--- config.mk ---
export PLATFORM = sky130hd
export DESIGN_NAME = machine_timer
export DESIGN_NICKNAME = d
export VERILOG_FILES = /design/src/source/harness_pkg.sv /design/src/source/machine_timer.sv
export SDC_FILE = /design/constraint.sdc
export NUM_CORES = 1
export LEC_CHECK = 0
export ABC_AREA = 0
export BUFFER_PORTS_ARGS = -buffer_cell sky130_fd_sc_hd__buf_2
export CAP_MARGIN = 5
export CORE_MARGIN = 2
export CORE_UTILIZATION = 55
export CTS_BUF_LIST = sky130_fd_sc_hd__clkbuf_4
export DETAILED_ROUTE_END_ITERATION = 6
export PLACE_DENSITY = 0.77
export SYNTH_ARGS = -nofsm -noshare
export SYNTH_HDL_FRONTEND = slang
export SYNTH_SLANG_ARGS = --single-unit
--- constraint.sdc ---
create_clock -name clk_i -period 4.1 [get_ports clk_i]
set_clock_uncertainty 0.1 [all_clocks]
set_input_delay 0.41 -clock clk_i [delete_from_list [all_inputs] [get_ports clk_i]]
set_output_delay 0.41 -clock clk_i [all_outputs]
set_load 0.01 [all_outputs]
--- src/source/harness_pkg.sv ---
// Harness bus definitions
// Address map, request and response structs, opcodes and a byte merge helper

`default_nettype none

package harness_pkg;

    // ------------------------------------------------------------------------
    // Address map
    // ------------------------------------------------------------------------
    localparam int ADDR_W = 32;
    localparam int DATA_W = 32;

    localparam logic [ADDR_W-1:0] ROM_BASE  = 32'h0001_0000;
    localparam int                ROM_WORDS = 16;

    localparam logic [ADDR_W-1:0] SRAM_BASE  = 32'h8000_0000;
    localparam int                SRAM_WORDS = 256;

    // Timer occupies two words
    localparam logic [ADDR_W-1:0] TIMER_BASE      = 32'h0200_0000;
    localparam logic [ADDR_W-1:0] TIMER_MTIME_OFS = 32'd0;
    localparam logic [ADDR_W-1:0] TIMER_CMP_OFS   = 32'd4;

    // ------------------------------------------------------------------------
    // Bus types
    // ------------------------------------------------------------------------
    typedef enum logic {
        OP_READ  = 1'b0,
        OP_WRITE = 1'b1
    } bus_op_e;

    typedef enum logic {
        SRC_CORE  = 1'b0,
        SRC_DEBUG = 1'b1
    } src_e;

    typedef enum logic [1:0] {
        TGT_ROM   = 2'd0,
        TGT_SRAM  = 2'd1,
        TGT_TIMER = 2'd2,
        TGT_NONE  = 2'd3
    } target_e;

    // Masters leave src at zero, the arbiter fills it in
    typedef struct packed {
        bus_op_e             op;
        logic [ADDR_W-1:0]   addr;
        logic [DATA_W/8-1:0] be;
        logic [DATA_W-1:0]   wdata;
        src_e                src;
    } bus_req_t;

    typedef struct packed {
        logic [DATA_W-1:0] rdata;
        logic              err;
        src_e              src;
    } bus_resp_t;

    // Replace only the byte lanes selected by be
    function automatic logic [DATA_W-1:0] apply_be(
        input logic [DATA_W-1:0]   old_data,
        input logic [DATA_W-1:0]   new_data,
        input logic [DATA_W/8-1:0] be
    );
        logic [DATA_W-1:0] merged;
        merged = old_data;
        for (int i = 0; i < DATA_W / 8; i++) begin
            if (be[i]) begin
                merged[i*8 +: 8] = new_data[i*8 +: 8];
            end
        end
        return merged;
    endfunction

endpackage

`default_nettype wire
--- src/source/machine_timer.sv ---
// Machine timer with mtime and mtimecmp registers
// Raises the timer interrupt while mtime is at or above mtimecmp

`default_nettype none

module machine_timer import harness_pkg::*; (
    input  logic                clk_i,
    input  logic                rst_n_i,
    input  logic                req_i,
    input  logic                we_i,
    input  logic                addr_i,
    input  logic [DATA_W/8-1:0] be_i,
    input  logic [DATA_W-1:0]   wdata_i,
    output logic [DATA_W-1:0]   rdata_o,
    output logic                timer_irq_o
);

    logic [DATA_W-1:0] mtime_q;
    logic [DATA_W-1:0] mtime_d;
    logic [DATA_W-1:0] mtimecmp_q;
    logic [DATA_W-1:0] mtimecmp_d;

    // ------------------------------------------------------------------------
    // Next state
    // ------------------------------------------------------------------------
    // A write to mtime replaces the increment for that cycle
    always_comb begin
        mtime_d    = mtime_q + 1'b1;
        mtimecmp_d = mtimecmp_q;
        if (req_i && we_i) begin
            if (addr_i == TIMER_CMP_OFS[2]) begin
                mtimecmp_d = apply_be(mtimecmp_q, wdata_i, be_i);
            end else begin
                mtime_d = apply_be(mtime_q, wdata_i, be_i);
            end
        end
    end

    // ------------------------------------------------------------------------
    // Registers
    // ------------------------------------------------------------------------
    // Irq follows the next-state compare so it lines up with the response
    always_ff @(posedge clk_i or negedge rst_n_i) begin
        if (!rst_n_i) begin
            mtime_q     <= '0;
            mtimecmp_q  <= '1;
            timer_irq_o <= 1'b0;
        end else begin
            mtime_q     <= mtime_d;
            mtimecmp_q  <= mtimecmp_d;
            timer_irq_o <= (mtime_d >= mtimecmp_d);
        end
    end

    always_ff @(posedge clk_i) begin
        if (req_i && !we_i) begin
            rdata_o <= (addr_i == TIMER_MTIME_OFS[2]) ? mtime_q : mtimecmp_q;
        end
    end

endmodule

`default_nettype wire

# Word-level counts from Yosys, hierarchy flattened
# Index checks and enable logic that the tools add are counted.
[totals]
in_bits = 41
word_cells = 22
ff_bits = 97
[classes]
n_reduce_logical = 3
muxes = 13
n_lt_le_gt_ge = 1
add_sub_neg = 1
[op_table]
columns = ["operator", "count"]
rows = [
  ["two-way mux 32 bit", 5],
  ["two-way mux 8 bit", 8],
  ["adder 32 x 1 -> 32 bit (second input constant)", 1],
  [">= comparator 32 bit", 1],
  ["logical AND 1 bit", 2],
  ["zero test 1 bit", 1],
]

# Logic depth before layout (Yosys ltp)
# Gate-level depths: netlist (run 1).
[logic_depth]
word_depth = 4
depth_mapped = 13
depth_no_buf = 12

# Least setup slack after synthesis (run 1)
# Ideal clock, no wire load.
[synth_timing]
path_type = "input-to-reg"
startpoint = "input addr_i"
endpoint = "register timer_irq_o"
setup_ns = 0.142
setup_slack_ns = 0.946
path_stages = 11
t_arrival_ns = 2.912
required_ns = 3.858
cell_sequence = "buf_2 > nand3b_1 > nand2_1 > nor3_1 > a31oi_1 > a211o_1 > ha_1 > and4_1 > a221o_1 > a2111oi_0 > o21ai_0"
[synth_via]
elab_chain_cells = 3
elab_cells_between_ends = 5
[synth_rtl]
columns = ["item", "line", "text"]
rows = [
  ["start: declaration", "machine_timer.sv:11", "input logic addr_i,"],
  ["two-way mux 32 bit", "machine_timer.sv:31", "if (addr_i == TIMER_CMP_OFS[2]) begin"],
  ["two-way mux 32 bit", "machine_timer.sv:30", "if (req_i && we_i) begin"],
  ["net mtime_d[20]", "machine_timer.sv:19", "logic [DATA_W-1:0] mtime_d;"],
  [">= comparator 32 bit", "machine_timer.sv:51", "timer_irq_o <= (mtime_d >= mtimecmp_d);"],
  ["end signal: assignment", "machine_timer.sv:51", ""],
  ["end: declaration", "machine_timer.sv:15", "output logic timer_irq_o"],
]
# The timed path passes the listed nets, and every way through them passes these cells.
# A chain may end at the register's enable or synchronous reset.

# Final worst setup path (run 1)
[layout_timing]
startpoint = "register mtime_q[0]"
endpoint = "register timer_irq_o"
[layout_via]
elab_chain_cells = 4
elab_cells_between_ends = 5
[layout_rtl]
columns = ["item", "line", "text"]
rows = [
  ["start: declaration", "machine_timer.sv:18", "logic [DATA_W-1:0] mtime_q;"],
  ["start signal: assignment", "machine_timer.sv:49", "mtime_q <= mtime_d;"],
  ["adder 32 x 1 -> 32 bit (*)", "machine_timer.sv:28", "mtime_d = mtime_q + 1'b1;"],
  ["two-way mux 32 bit", "machine_timer.sv:31", ""],
  ["two-way mux 32 bit (*)", "machine_timer.sv:30", ""],
  ["net mtime_d[20]", "machine_timer.sv:19", ""],
  [">= comparator 32 bit (*)", "machine_timer.sv:51", ""],
]
# The timed path passes the listed nets; every way through them passes the cells marked *.

==> impl_summary.log, run 1 <==
[metrics] status: finished clean
[metrics] startpoint type of the worst setup path: register
[metrics] overall die width: around 100 µm
[metrics] async set or reset register ratio after synthesis: about two thirds
[metrics] post-detailed-route wirelength per cell: about 18 µm
[metrics] number of iterations in the first detailed-routing pass: 5
[metrics] Total Die Area: 0.0104 mm²
[metrics] port buffer count: 73
[metrics] Worst Path Required: 4.34 ns
[metrics] biggest area contributors in the synthesized netlist: sky130_fd_sc_hd__edfxtp_1 18%, sky130_fd_sc_hd__dfstp_2 16%, sky130_fd_sc_hd__dfrtp_1 16%
[metrics] area of the mapped netlist: between 0.005 and 0.006 mm²
[metrics] Net Count, Synth: 543
[metrics] count of synthesis-stage warnings from yosys: 0
[metrics] Worst slew margin: 43.8%
[metrics] initial DRC count: between 150 and 200
[metrics] GRT overflow: 0
[metrics] worst-case setup slack after placement: 0.502 ns
[metrics] setup repair after global routing missed its margin: no
[metrics] fraction of final layout cells with drive strength greater than 1: around 33%
[metrics] post-route worst hold slack: roughly 0.11 ns
[metrics] unique cell type count in the Yosys netlist: approximately 50
[metrics] synthesized netlist cell count: approximately 470
[metrics] total power density per cell area: 478 mW/mm²
[metrics] cell area after placement: roughly 0.0058 mm²
[metrics] cell chosen for the clock root: sky130_fd_sc_hd__clkbuf_4
[metrics] fraction of the core area covered by cells at the end of the flow: a little under two thirds
[metrics] most frequent standard cell in the layout excluding fill and tap cells: sky130_fd_sc_hd__buf_2
[metrics] worst slew pin tran: 0.840 ns
[metrics] Crit path arrival time: approximately 3.8 ns
[metrics] CP endpoint kind: register
[metrics] number of placed instances with taps included: between 600 and 700
[metrics] clock tree from TritonCTS: built
[metrics] kind of path behind the tightest hold check: in -> reg
[metrics] # IOs: 74
[metrics] H-tree level count: 3
[metrics] Hold Vio Cnt, Final: 0
[metrics] global-route wire length before repair: roughly 20 mm
[metrics] area of the placeable core: between 0.009 and 0.01 mm²
[metrics] worst supply voltage drop on vdd: about 220 µV
[metrics] Starting Density: between 50% and 60%
[metrics] antenna cells: 0
[metrics] period utilization: just under 90%
[metrics] worst setup margin: just under 0.5 ns
[metrics] Min Clock Period, post-route: roughly 3.6 ns
[metrics] biggest area consumer among synthesized cells: sky130_fd_sc_hd__edfxtp_1
[metrics] PostCTS Resize Cnt: 0
[metrics] Via-to-Cell Ratio: roughly 6.0
[metrics] sink count of the clock tree: 97
[metrics] pin count of the biggest net entering global routing: 36
[metrics] reported max-cap violation count: 0
[metrics] portion of synthesized cell area occupied by the leading cell type: between 10% and 20%
[metrics] Worst-Skew Late Latency: about 0.45 ns
[metrics] met3 Usage GRT: ~3.5%
[metrics] commonest cells after routing, fill and taps aside: 73 x sky130_fd_sc_hd__buf_2, 48 x sky130_fd_sc_hd__mux2_2, 38 x sky130_fd_sc_hd__nand2_1
[metrics] count of non-filler cells in the finished layout: just under 700
[metrics] routed via count: 4123
[metrics] most instantiated flip-flop cell in the synthesis netlist: sky130_fd_sc_hd__dfrtp_1
[metrics] gp weighted congestion: just under 0.9
[metrics] peak clock frequency supported by timing: ~0.28 GHz
[metrics] count of nets left with antenna violations after detail routing: 0
[metrics] met2 Resource Use GR: 41.0%
[metrics] number of slew-limit violations in the final report: 0
[metrics] worst-case clock buffer depth: 2
[metrics] leakage dissipation: ~2.7 nW
[metrics] chip height: 102 µm
[metrics] area added between synthesis and finish: 12.3%
[metrics] DRT Wirelength: 12.3 mm
[metrics] Fillers: 750
[metrics] total global-route track usage: 25.1%
[metrics] clock slew seen by the registers of the worst setup and hold paths: about 0.16 ns
[metrics] Fin Setup TNS: 0 ns
[metrics] finished layout cell area: 0.00591 mm²
[metrics] Finish-stage setup viols: 0
[metrics] synthesis-stage register bit count: 97
[metrics] initial antenna violation count: 0
[metrics] nets@finish: between 600 and 700
[metrics] Total Power: 2.82 mW
[metrics] count of flip-flops with a built-in enable after synthesis: 32
[metrics] CP Max Fanout: 6
[metrics] Worst R2R Setup Slack: between 0.4 and 0.5 ns
[metrics] average cell area after synthesis: approximately 11 µm²
[metrics] DRC Markers: 0
[metrics] Num CTS Buffers: 9
[metrics] share of the yosys chip area belonging to registers: 50.0%
[metrics] busiest metal layer after global routing: met2
[metrics] Site Rows: 35
[metrics] Post-DP HPWL: a little over 9 mm
[metrics] vias in the first global route: 4126
[metrics] GRT met1 Usage: 33.4%
[metrics] type of the worst setup path: reg -> reg
[timing repair]
item,CTS,global route
hold buffers,1,0
buffers inserted,0,0
endpoints found under the hold margin,17,0
[cell usage after synthesis, types with 9 or more instances]
cell and n:
sky130_fd_sc_hd__a211oi_1 10, sky130_fd_sc_hd__o21ai_0 11, sky130_fd_sc_hd__nand3_1 11, sky130_fd_sc_hd__dfstp_2 32, sky130_fd_sc_hd__mux2_2 48, sky130_fd_sc_hd__nor3_1 9, sky130_fd_sc_hd__mux2i_1 17, sky130_fd_sc_hd__nand4_1 10
sky130_fd_sc_hd__ha_1 33, sky130_fd_sc_hd__a21oi_1 24, sky130_fd_sc_hd__and3_1 9, sky130_fd_sc_hd__inv_1 33, sky130_fd_sc_hd__dfrtp_1 33, sky130_fd_sc_hd__nor2_1 33, sky130_fd_sc_hd__nand2_1 38, sky130_fd_sc_hd__edfxtp_1 32
[worst paths after layout]
| path | from | endpoint | cells after the start |
|---|---|---|---|
| setup reg to reg | mtime_q[0]$_DFF_PN0_ | timer_irq_o$_DFF_PN0_ | 10 |
| max in group asynchronous | rst_n_i | mtimecmp_q[3]$_DFF_PN1_ | 3 |
| hold / removal | wdata_i[23] | mtimecmp_q[23]$_DFF_PN1_ | 3 |
| hold reg to reg | mtime_q[15]$_DFF_PN0_ | mtime_q[15]$_DFF_PN0_ | 1 |
| setup / recovery | mtime_q[0]$_DFF_PN0_ | timer_irq_o$_DFF_PN0_ | 10 |
| min in group asynchronous | rst_n_i | mtime_q[25]$_DFF_PN0_ | 2 |
[routing by layer]
| layer | vias to the layer above | part of all wire (%) | wire length (µm) |
|---|---|---|---|
| li1 | 1909 | - | - |
| met4 | 0 | 3.2 | 389 |
| met3 | 37 | 6.5 | 796 |
| met5 | - | 0 | 0 |
| met1 | 1978 | 43 | 5270 |
| met2 | 199 | 48 | 5850 |
[layout make-up]
class	count	area [µm²]	area share [%]
Sequential cell	97	2630	44.5
Timing Repair Buffer	80	420	7.12
Clock inverter	6	42.5	0.720
Tap cell	129	161	2.73
Multi-Input combinational cell	327	2450	41.6
Clock buffer	10	75.1	1.27
Inverter	33	124	2.10
[cell families (layout without fill, tap and decap cells)]
logic type / count (synthesis) / count (layout) / share of synthesized area, %
buf+inv: 45 / 129 / 3.38
compound gates: 89 / 89 / 11.5
mux: 65 / 65 / 13.5
fa+ha+maj: 33 / 33 / 7.85
flops: 97 / 97 / 50.0
simple gates: 140 / 140 / 13.7
[report_power, final]
group | switching [mW] | internal (mW)
logic | 0.499 | 0.423
registers | 0.169 | 1.27
clock network | 0.328 | 0.134
total | 0.997 | 1.83
[state kept, by name, summed over array words and instances, names as in the netlist]
register,count
mtime_q,32
mtimecmp_q,32
rdata_o,32
timer_irq_o,1
[worst max-delay path: stages, from the launching register on]
cell	delay, ns
sky130_fd_sc_hd__dfrtp_1	0.46
sky130_fd_sc_hd__ha_1	0.26
sky130_fd_sc_hd__nand4_1	0.20
sky130_fd_sc_hd__nor3_1	0.64
sky130_fd_sc_hd__a31oi_1	0.19
sky130_fd_sc_hd__a211o_1	0.32
sky130_fd_sc_hd__ha_1	0.27
sky130_fd_sc_hd__and4_1	0.19
sky130_fd_sc_hd__a221o_1	0.33
sky130_fd_sc_hd__a2111oi_0	0.39
sky130_fd_sc_hd__o21ai_0	0.14
Note: power is estimated with default switching activity, not from simulation.
==> inputs of run 2 (changes only) <==
==> constraint.sdc (replaced) <==
create_clock -name clk_i -period 4.5 [get_ports clk_i]
set_clock_uncertainty 0.1 [all_clocks]
set_input_delay 0.45 -clock clk_i [delete_from_list [all_inputs] [get_ports clk_i]]
set_output_delay 0.45 -clock clk_i [all_outputs]
set_load 0.01 [all_outputs]
==> run 2 against run 1 <==
  * Final area barely moved
  * Via count fell by 1.1%
  * Worst setup slack gained 0.15 ns
  * Total power down 7.5%
  * Wire length fell by 1.3%
  * Clock power grew 2%
  * Cell count down 0.29%
  * Die area did not move
  * Critical path type unchanged
  * Highest routed layer unchanged
==> impl_summary.log, run 2 (synthesis gave the netlist of run 1 again) <==
[metrics] status: finished clean
[metrics] switching share of power: 34.6%
[metrics] Finish-stage setup viols: 0
[metrics] Crit path arrival time: 4.08 ns
[metrics] Num CTS Buffers: 9
[metrics] PostCTS Resize Cnt: 0
[metrics] global-route wire length before repair: between 15 and 20 mm
[metrics] Via-to-Cell Ratio: between 5 and 6
[metrics] startpoint type of the worst setup path: register
[metrics] leakage dissipation: about 2.7 nW
[metrics] Post-DP HPWL: slightly below 9 mm
[metrics] kind of cell adding the most delay to the critical path: simple AND/OR/NAND/NOR gates
[metrics] nets@finish: 620
[metrics] initial DRC count: 255
[metrics] area of the placeable core: around 0.0092 mm²
[metrics] reported max-cap violation count: 0
[metrics] count of nets left with antenna violations after detail routing: 0
[metrics] Min Clock Period, post-route: ~3.9 ns
[metrics] setup repair after global routing missed its margin: no
[metrics] Fin Setup TNS: 0 ns
[metrics] Total Die Area: approximately 0.010 mm²
[metrics] GRT overflow: 0
[metrics] period utilization: 85.6%
[metrics] fraction of the core area covered by cells at the end of the flow: 64.0%
[metrics] clock tree from TritonCTS: built
[metrics] Hold Vio Cnt, Final: 0
[metrics] Clock power frac: between 10% and 20%
[metrics] cell-internal power: about 1.7 mW
[metrics] DRT Wirelength: ~12 mm
[metrics] # IOs: 74
[metrics] worst supply voltage drop on vdd: approximately 200 µV
[metrics] routed via count: 4077
[metrics] port buffer count: between 70 and 80
[metrics] fraction of power consumed by combinational cells: between 30% and 40%
[metrics] slowest library cell on the worst path: sky130_fd_sc_hd__nor4_1
[metrics] Total Power: between 2 and 3 mW
[metrics] buffer and inverter count on the worst path: 0
[metrics] cell chosen for the clock root: sky130_fd_sc_hd__clkbuf_4
[metrics] clock slew seen by the registers of the worst setup and hold paths: approximately 0.15 ns
[metrics] overall die width: roughly 100 µm
[metrics] pin count of the biggest net entering global routing: 65
[metrics] Starting Density: a little under three fifths
[metrics] peak clock frequency supported by timing: 0.259 GHz
[metrics] worst-case setup slack after placement: 0.455 ns
[metrics] top flop regs: mtime_q x32, mtimecmp_q x32, rdata_o x32
[metrics] sink count of the clock tree: 97
[metrics] worst slew pin tran: slightly above 0.8 ns
[metrics] chip height: roughly 100 µm
[metrics] kind of path behind the tightest hold check: in -> reg
[metrics] most frequent standard cell in the layout excluding fill and tap cells: sky130_fd_sc_hd__buf_2
[metrics] worst setup margin: between 0.6 and 0.7 ns
[metrics] total global-route track usage: 24.7%
[metrics] H-tree level count: 3
[metrics] sequential cell fraction of total power: 50.2%
[metrics] number of iterations in the first detailed-routing pass: 5
[metrics] Site Rows: 35
[metrics] type of the worst setup path: reg -> reg
[metrics] Worst slew margin: ~45%
[metrics] Critical Path, Cell by Cell: ha_1 -> and4_1 -> nand4_1 -> nor4_1 -> a21oi_1 -> a211o_1 -> ha_1 -> nand4_1 -> nor2_1 -> a2111oi_0 -> o21ai_0
[metrics] initial antenna violation count: 0
[metrics] commonest cells after routing, fill and taps aside: 73 x sky130_fd_sc_hd__buf_2, 48 x sky130_fd_sc_hd__mux2_2, 38 x sky130_fd_sc_hd__nand2_1
[metrics] fraction of final layout cells with drive strength greater than 1: 32.7%
[metrics] Worst Path Required: 4.73 ns
[metrics] post-detailed-route wirelength per cell: 17.9 µm
[metrics] total power density per cell area: about 440 mW/mm²
[metrics] worst-case clock buffer depth: 2
[metrics] vias in the first global route: just over 4000
[metrics] power dissipated by switching net loads: approximately 0.9 mW
[metrics] gp weighted congestion: roughly 0.92
[metrics] DRC Markers: 0
[metrics] CP endpoint kind: register
[metrics] area added between synthesis and finish: 12.4%
[metrics] Worst R2R Setup Slack: about 0.65 ns
[metrics] CP Max Fanout: 6
[metrics] number of slew-limit violations in the final report: 0
[metrics] Worst-Skew Late Latency: about 0.46 ns
[metrics] antenna cells: 0
[metrics] Fillers: around 760
[metrics] delay of the slowest cell on the worst path: about 0.66 ns
## run 2: cell types whose count changed in the layout (fill, tap and decap cells not counted)
cell	before	now
sky130_fd_sc_hd__clkinv_2	2	1
sky130_fd_sc_hd__clkinv_1	0	2
sky130_fd_sc_hd__clkinv_4	0	1
sky130_fd_sc_hd__clkinvlp_4	2	0
sky130_fd_sc_hd__bufinv_16	0	1
sky130_fd_sc_hd__buf_4	6	4
sky130_fd_sc_hd__clkbuf_4	10	9
## run 2: timing repair
action,in CTS,in global routing
endpoints found under the hold margin,1,0
hold buffers,1,0
endpoints found under the setup margin,0,0
setup buffers,0,0
## run 2: metrics by stage
step	area [µm²]	hold WS [ns]	instances
after floorplan	5260	0.0544	469
after global placement	5760	0.296	663
after detailed placement	5760	0.300	663
after CTS	5910	0.128	680
after global routing	5910	0.133	680
final	5910	0.143	680
## run 2: power groups by stage
stage | Clock (mW) | Sequential (mW) | Combinational (mW)
finish | 0.473 | 1.31 | 0.828
CTS | 0.482 | 1.31 | 0.827
detailed placement | 0 | 1.33 | 0.819
global placement | 0 | 1.31 | 0.786
global route | 0.515 | 1.34 | 0.939
floorplan | 0 | 1.29 | 0.585
## run 2: cell type report
class | instances | area, µm² | area share [%]
inverters | 33 | 124 | 2.10
clock buffers | 9 | 67.6 | 1.14
multi-input cells | 327 | 2450 | 41.5
repair buffers | 78 | 405 | 6.86
well taps | 129 | 161 | 2.73
flip-flops and latches | 97 | 2630 | 44.5
clock inverters | 7 | 68.8 | 1.16
## run 2: path summary, 6_finish.rpt
check | from | to | cells past startpoint
worst max-delay path | mtime_q[0]$_DFF_PN0_ | timer_irq_o$_DFF_PN0_ | 11
worst min-delay path | wdata_i[9] | mtimecmp_q[9]$_DFF_PN1_ | 3
worst max register to register | mtime_q[0]$_DFF_PN0_ | timer_irq_o$_DFF_PN0_ | 11
worst min register to register | mtime_q[15]$_DFF_PN0_ | mtime_q[15]$_DFF_PN0_ | 1
max in group asynchronous | rst_n_i | mtime_q[7]$_DFF_PN0_ | 3
min in group asynchronous | rst_n_i | mtimecmp_q[28]$_DFF_PN1_ | 2
## run 2: worst min-delay path: stages
cell                      delay (ns)
sky130_fd_sc_hd__buf_2          0.09
sky130_fd_sc_hd__mux2i_1        0.08
sky130_fd_sc_hd__inv_1          0.06
## run 2: layer usage
layer | GRT usage [%] | routed length [µm]
met2 | 39.8 | 5860
met1 | 33.3 | 5260
met3 | 5.66 | 785
met4 | 8.32 | 236
met5 | 0 | 0
==> inputs of run 3 (changes only) <==
--- a/config.mk
+++ b/config.mk
@@ -8,9 +8,9 @@
 export ABC_AREA = 0
 export BUFFER_PORTS_ARGS = -buffer_cell sky130_fd_sc_hd__buf_2
 export CAP_MARGIN = 5
+export CORE_ASPECT_RATIO = 1.1
 export CORE_MARGIN = 2
 export CORE_UTILIZATION = 55
-export CTS_BUF_LIST = sky130_fd_sc_hd__clkbuf_4
 export DETAILED_ROUTE_END_ITERATION = 6
 export PLACE_DENSITY = 0.77
 export SYNTH_ARGS = -nofsm -noshare
==> run 3 against run 2 <==
  * Critical endpoint unchanged
  * Cell count down 1.8%
  * Final area grew 0.87%
  * Sequential cell count did not move
  * Worst hold slack improved by 0.016 ns
  * Global-route usage decreased by 0.10 points
==> impl_summary.log, run 3 (synthesis gave the netlist of run 1 again) <==
[metrics] multi-input gate area in the final layout: between 0.002 and 0.0025 mm²
[metrics] Min Clock Period, post-route: 3.64 ns
[metrics] GRT met1 Usage: between 30% and 40%
[metrics] antenna cells: 0
[metrics] overall die width: roughly 97 µm
[metrics] Fillers: approximately 750
[metrics] global-route wire length before repair: ~20 mm
[metrics] worst-case setup slack after placement: slightly below 0.7 ns
[metrics] total global-route track usage: 24.6%
[metrics] hold buffer count at cts: 0
[metrics] top flop regs: mtime_q x32, mtimecmp_q x32, rdata_o x32
[metrics] area added between synthesis and finish: 13.4%
[metrics] H-tree level count: 3
[metrics] fraction of final layout cells with drive strength greater than 1: about a third
[metrics] Finish-stage setup viols: 0
[metrics] busiest metal layer after global routing: met2
[metrics] # IOs: 74
[metrics] CP endpoint kind: register
[metrics] reported max-cap violation count: 0
[metrics] post-CTS setup buffers: 0
[metrics] pin count of the biggest net entering global routing: 66
[metrics] worst setup margin: roughly 0.86 ns
[metrics] vias in the first global route: 4245
[metrics] worst-case clock buffer depth: 2
[metrics] Hold Vio Cnt, Final: 0
[metrics] Num CTS Buffers: 9
[metrics] Crit path arrival time: roughly 3.8 ns
[metrics] leakage dissipation: between 2 and 3 nW
[metrics] startpoint type of the worst setup path: register
[metrics] post-detailed-route wirelength per cell: roughly 18 µm
[metrics] Register Area: roughly 0.0026 mm²
[metrics] initial antenna violation count: 0
[metrics] status: finished clean
[metrics] Via-to-Cell Ratio: 6.15
[metrics] reg2reg path depth: 11
[metrics] DRC Markers: 0
[metrics] routed via count: between 4000 and 5000
[metrics] Site Rows: 37
[metrics] peak clock frequency supported by timing: between 0.2 and 0.3 GHz
[metrics] Post-DP HPWL: around 9.1 mm
[metrics] worst supply voltage drop on vdd: between 200 and 300 µV
[metrics] clock slew seen by the registers of the worst setup and hold paths: approximately 0.090 ns
[metrics] initial DRC count: about 250
[metrics] PostCTS Resize Cnt: 0
[metrics] total power density per cell area: roughly 460 mW/mm²
[metrics] CP Max Fanout: 6
[metrics] Fin Setup TNS: 0 ns
[metrics] met2 Resource Use GR: between 30% and 40%
[metrics] period utilization: 80.9%
[metrics] worst slew pin tran: roughly 0.85 ns
[metrics] Starting Density: a little under three fifths
[metrics] Total Die Area: between 0.01 and 0.015 mm²
[metrics] number of slew-limit violations in the final report: 0
[metrics] gp weighted congestion: roughly 0.9
[metrics] clock tree from TritonCTS: built
[metrics] port buffer count: 73
[metrics] setup repair after global routing missed its margin: no
[metrics] Worst-Skew Late Latency: approximately 0.37 ns
[metrics] chip height: between 100 and 150 µm
[metrics] area of the placeable core: approximately 0.0094 mm²
[metrics] commonest cells after routing, fill and taps aside: 73 x sky130_fd_sc_hd__buf_2, 48 x sky130_fd_sc_hd__mux2_2, 38 x sky130_fd_sc_hd__nand2_1
[metrics] nets@finish: 620
[metrics] Worst Path Required: 4.64 ns
[metrics] Worst slew margin: approximately 43%
[metrics] sink count of the clock tree: 97
[metrics] number of iterations in the first detailed-routing pass: 4
[metrics] GRT overflow: 0
[metrics] most frequent standard cell in the layout excluding fill and tap cells: sky130_fd_sc_hd__buf_2
[metrics] count of nets left with antenna violations after detail routing: 0
[metrics] type of the worst setup path: reg -> reg
[metrics] kind of path behind the tightest hold check: in -> async
[metrics] cell chosen for the clock root: sky130_fd_sc_hd__clkbuf_8
[metrics] DRT Wirelength: between 10 and 15 mm
[metrics] met3 Usage GRT: 4.60%
[run 3: cell types whose count changed in the layout (fill, tap and decap cells not counted), moves of 2 or more]
cell,delta
sky130_fd_sc_hd__clkinv_1,-2
sky130_fd_sc_hd__inv_6,-2
sky130_fd_sc_hd__clkbuf_4,-9
sky130_fd_sc_hd__clkbuf_8,+9
sky130_fd_sc_hd__clkbuf_1,+3
[run 3: cell type report]
cell class	count	area share, %
multi-input combinational	327	41.2
clock buffer	12	2.27
inverter	33	2.08
timing repair buffer	78	6.76
sequential	97	44.1
tap	117	2.46
clock inverter	4	1.18
[run 3: per-layer routing]
layer  part of all wire (%)  routed length (µm)
met1                     42                5100
met2                     48                5900
met3                    7.5                 920
met4                    2.8                 345
met5                      0                   0
[run 3: path summary, 6_finish.rpt]
check	startpoint	end	slack, ns
max reg2reg	mtime_q[0]$_DFF_PN0_	timer_irq_o$_DFF_PN0_	0.86
max in group asynchronous	rst_n_i	mtime_q[10]$_DFF_PN0_	3.58
min	rst_n_i	mtime_q[13]$_DFF_PN0_	0.16
min reg2reg	mtime_q[15]$_DFF_PN0_	mtime_q[15]$_DFF_PN0_	0.47
min in group clk_i	wdata_i[0]	mtimecmp_q[0]$_DFF_PN1_	0.24
max	mtime_q[0]$_DFF_PN0_	timer_irq_o$_DFF_PN0_	0.86
[run 3: power breakdown]
group	leakage [nW]	switching [mW]	internal [mW]	total [mW]
Sequential	1.02	0.153	1.16	1.31
Clock	0.104	0.295	0.312	0.608
Combinational	1.58	0.449	0.384	0.832
Total	2.70	0.897	1.85	2.75
[run 3: metrics by stage]
step	cell area, µm²	cells	util (%)	total power [mW]	hold WS (ns)
2_1_floorplan	5260	469	-	1.88	0.0544
3_3_place_gp	5760	652	61.5	2.11	0.438
3_5_place_dp	5760	652	61.5	2.14	0.454
4_1_cts	5960	668	63.7	2.75	0.193
5_1_grt	5960	668	63.7	2.93	0.235
6_report	5960	668	63.7	2.75	0.159
[run 3: worst max-delay path, stage by stage, from the launching register on]
cell	delay, ns
sky130_fd_sc_hd__dfrtp_1	0.45
sky130_fd_sc_hd__ha_1	0.28
sky130_fd_sc_hd__nand4_1	0.17
sky130_fd_sc_hd__nor3_1	0.69
sky130_fd_sc_hd__a31oi_1	0.17
sky130_fd_sc_hd__a21oi_1	0.24
sky130_fd_sc_hd__ha_1	0.30
sky130_fd_sc_hd__a21oi_1	0.20
sky130_fd_sc_hd__nand2_1	0.08
sky130_fd_sc_hd__a221o_1	0.29
sky130_fd_sc_hd__a2111oi_0	0.40
sky130_fd_sc_hd__o21ai_0	0.14
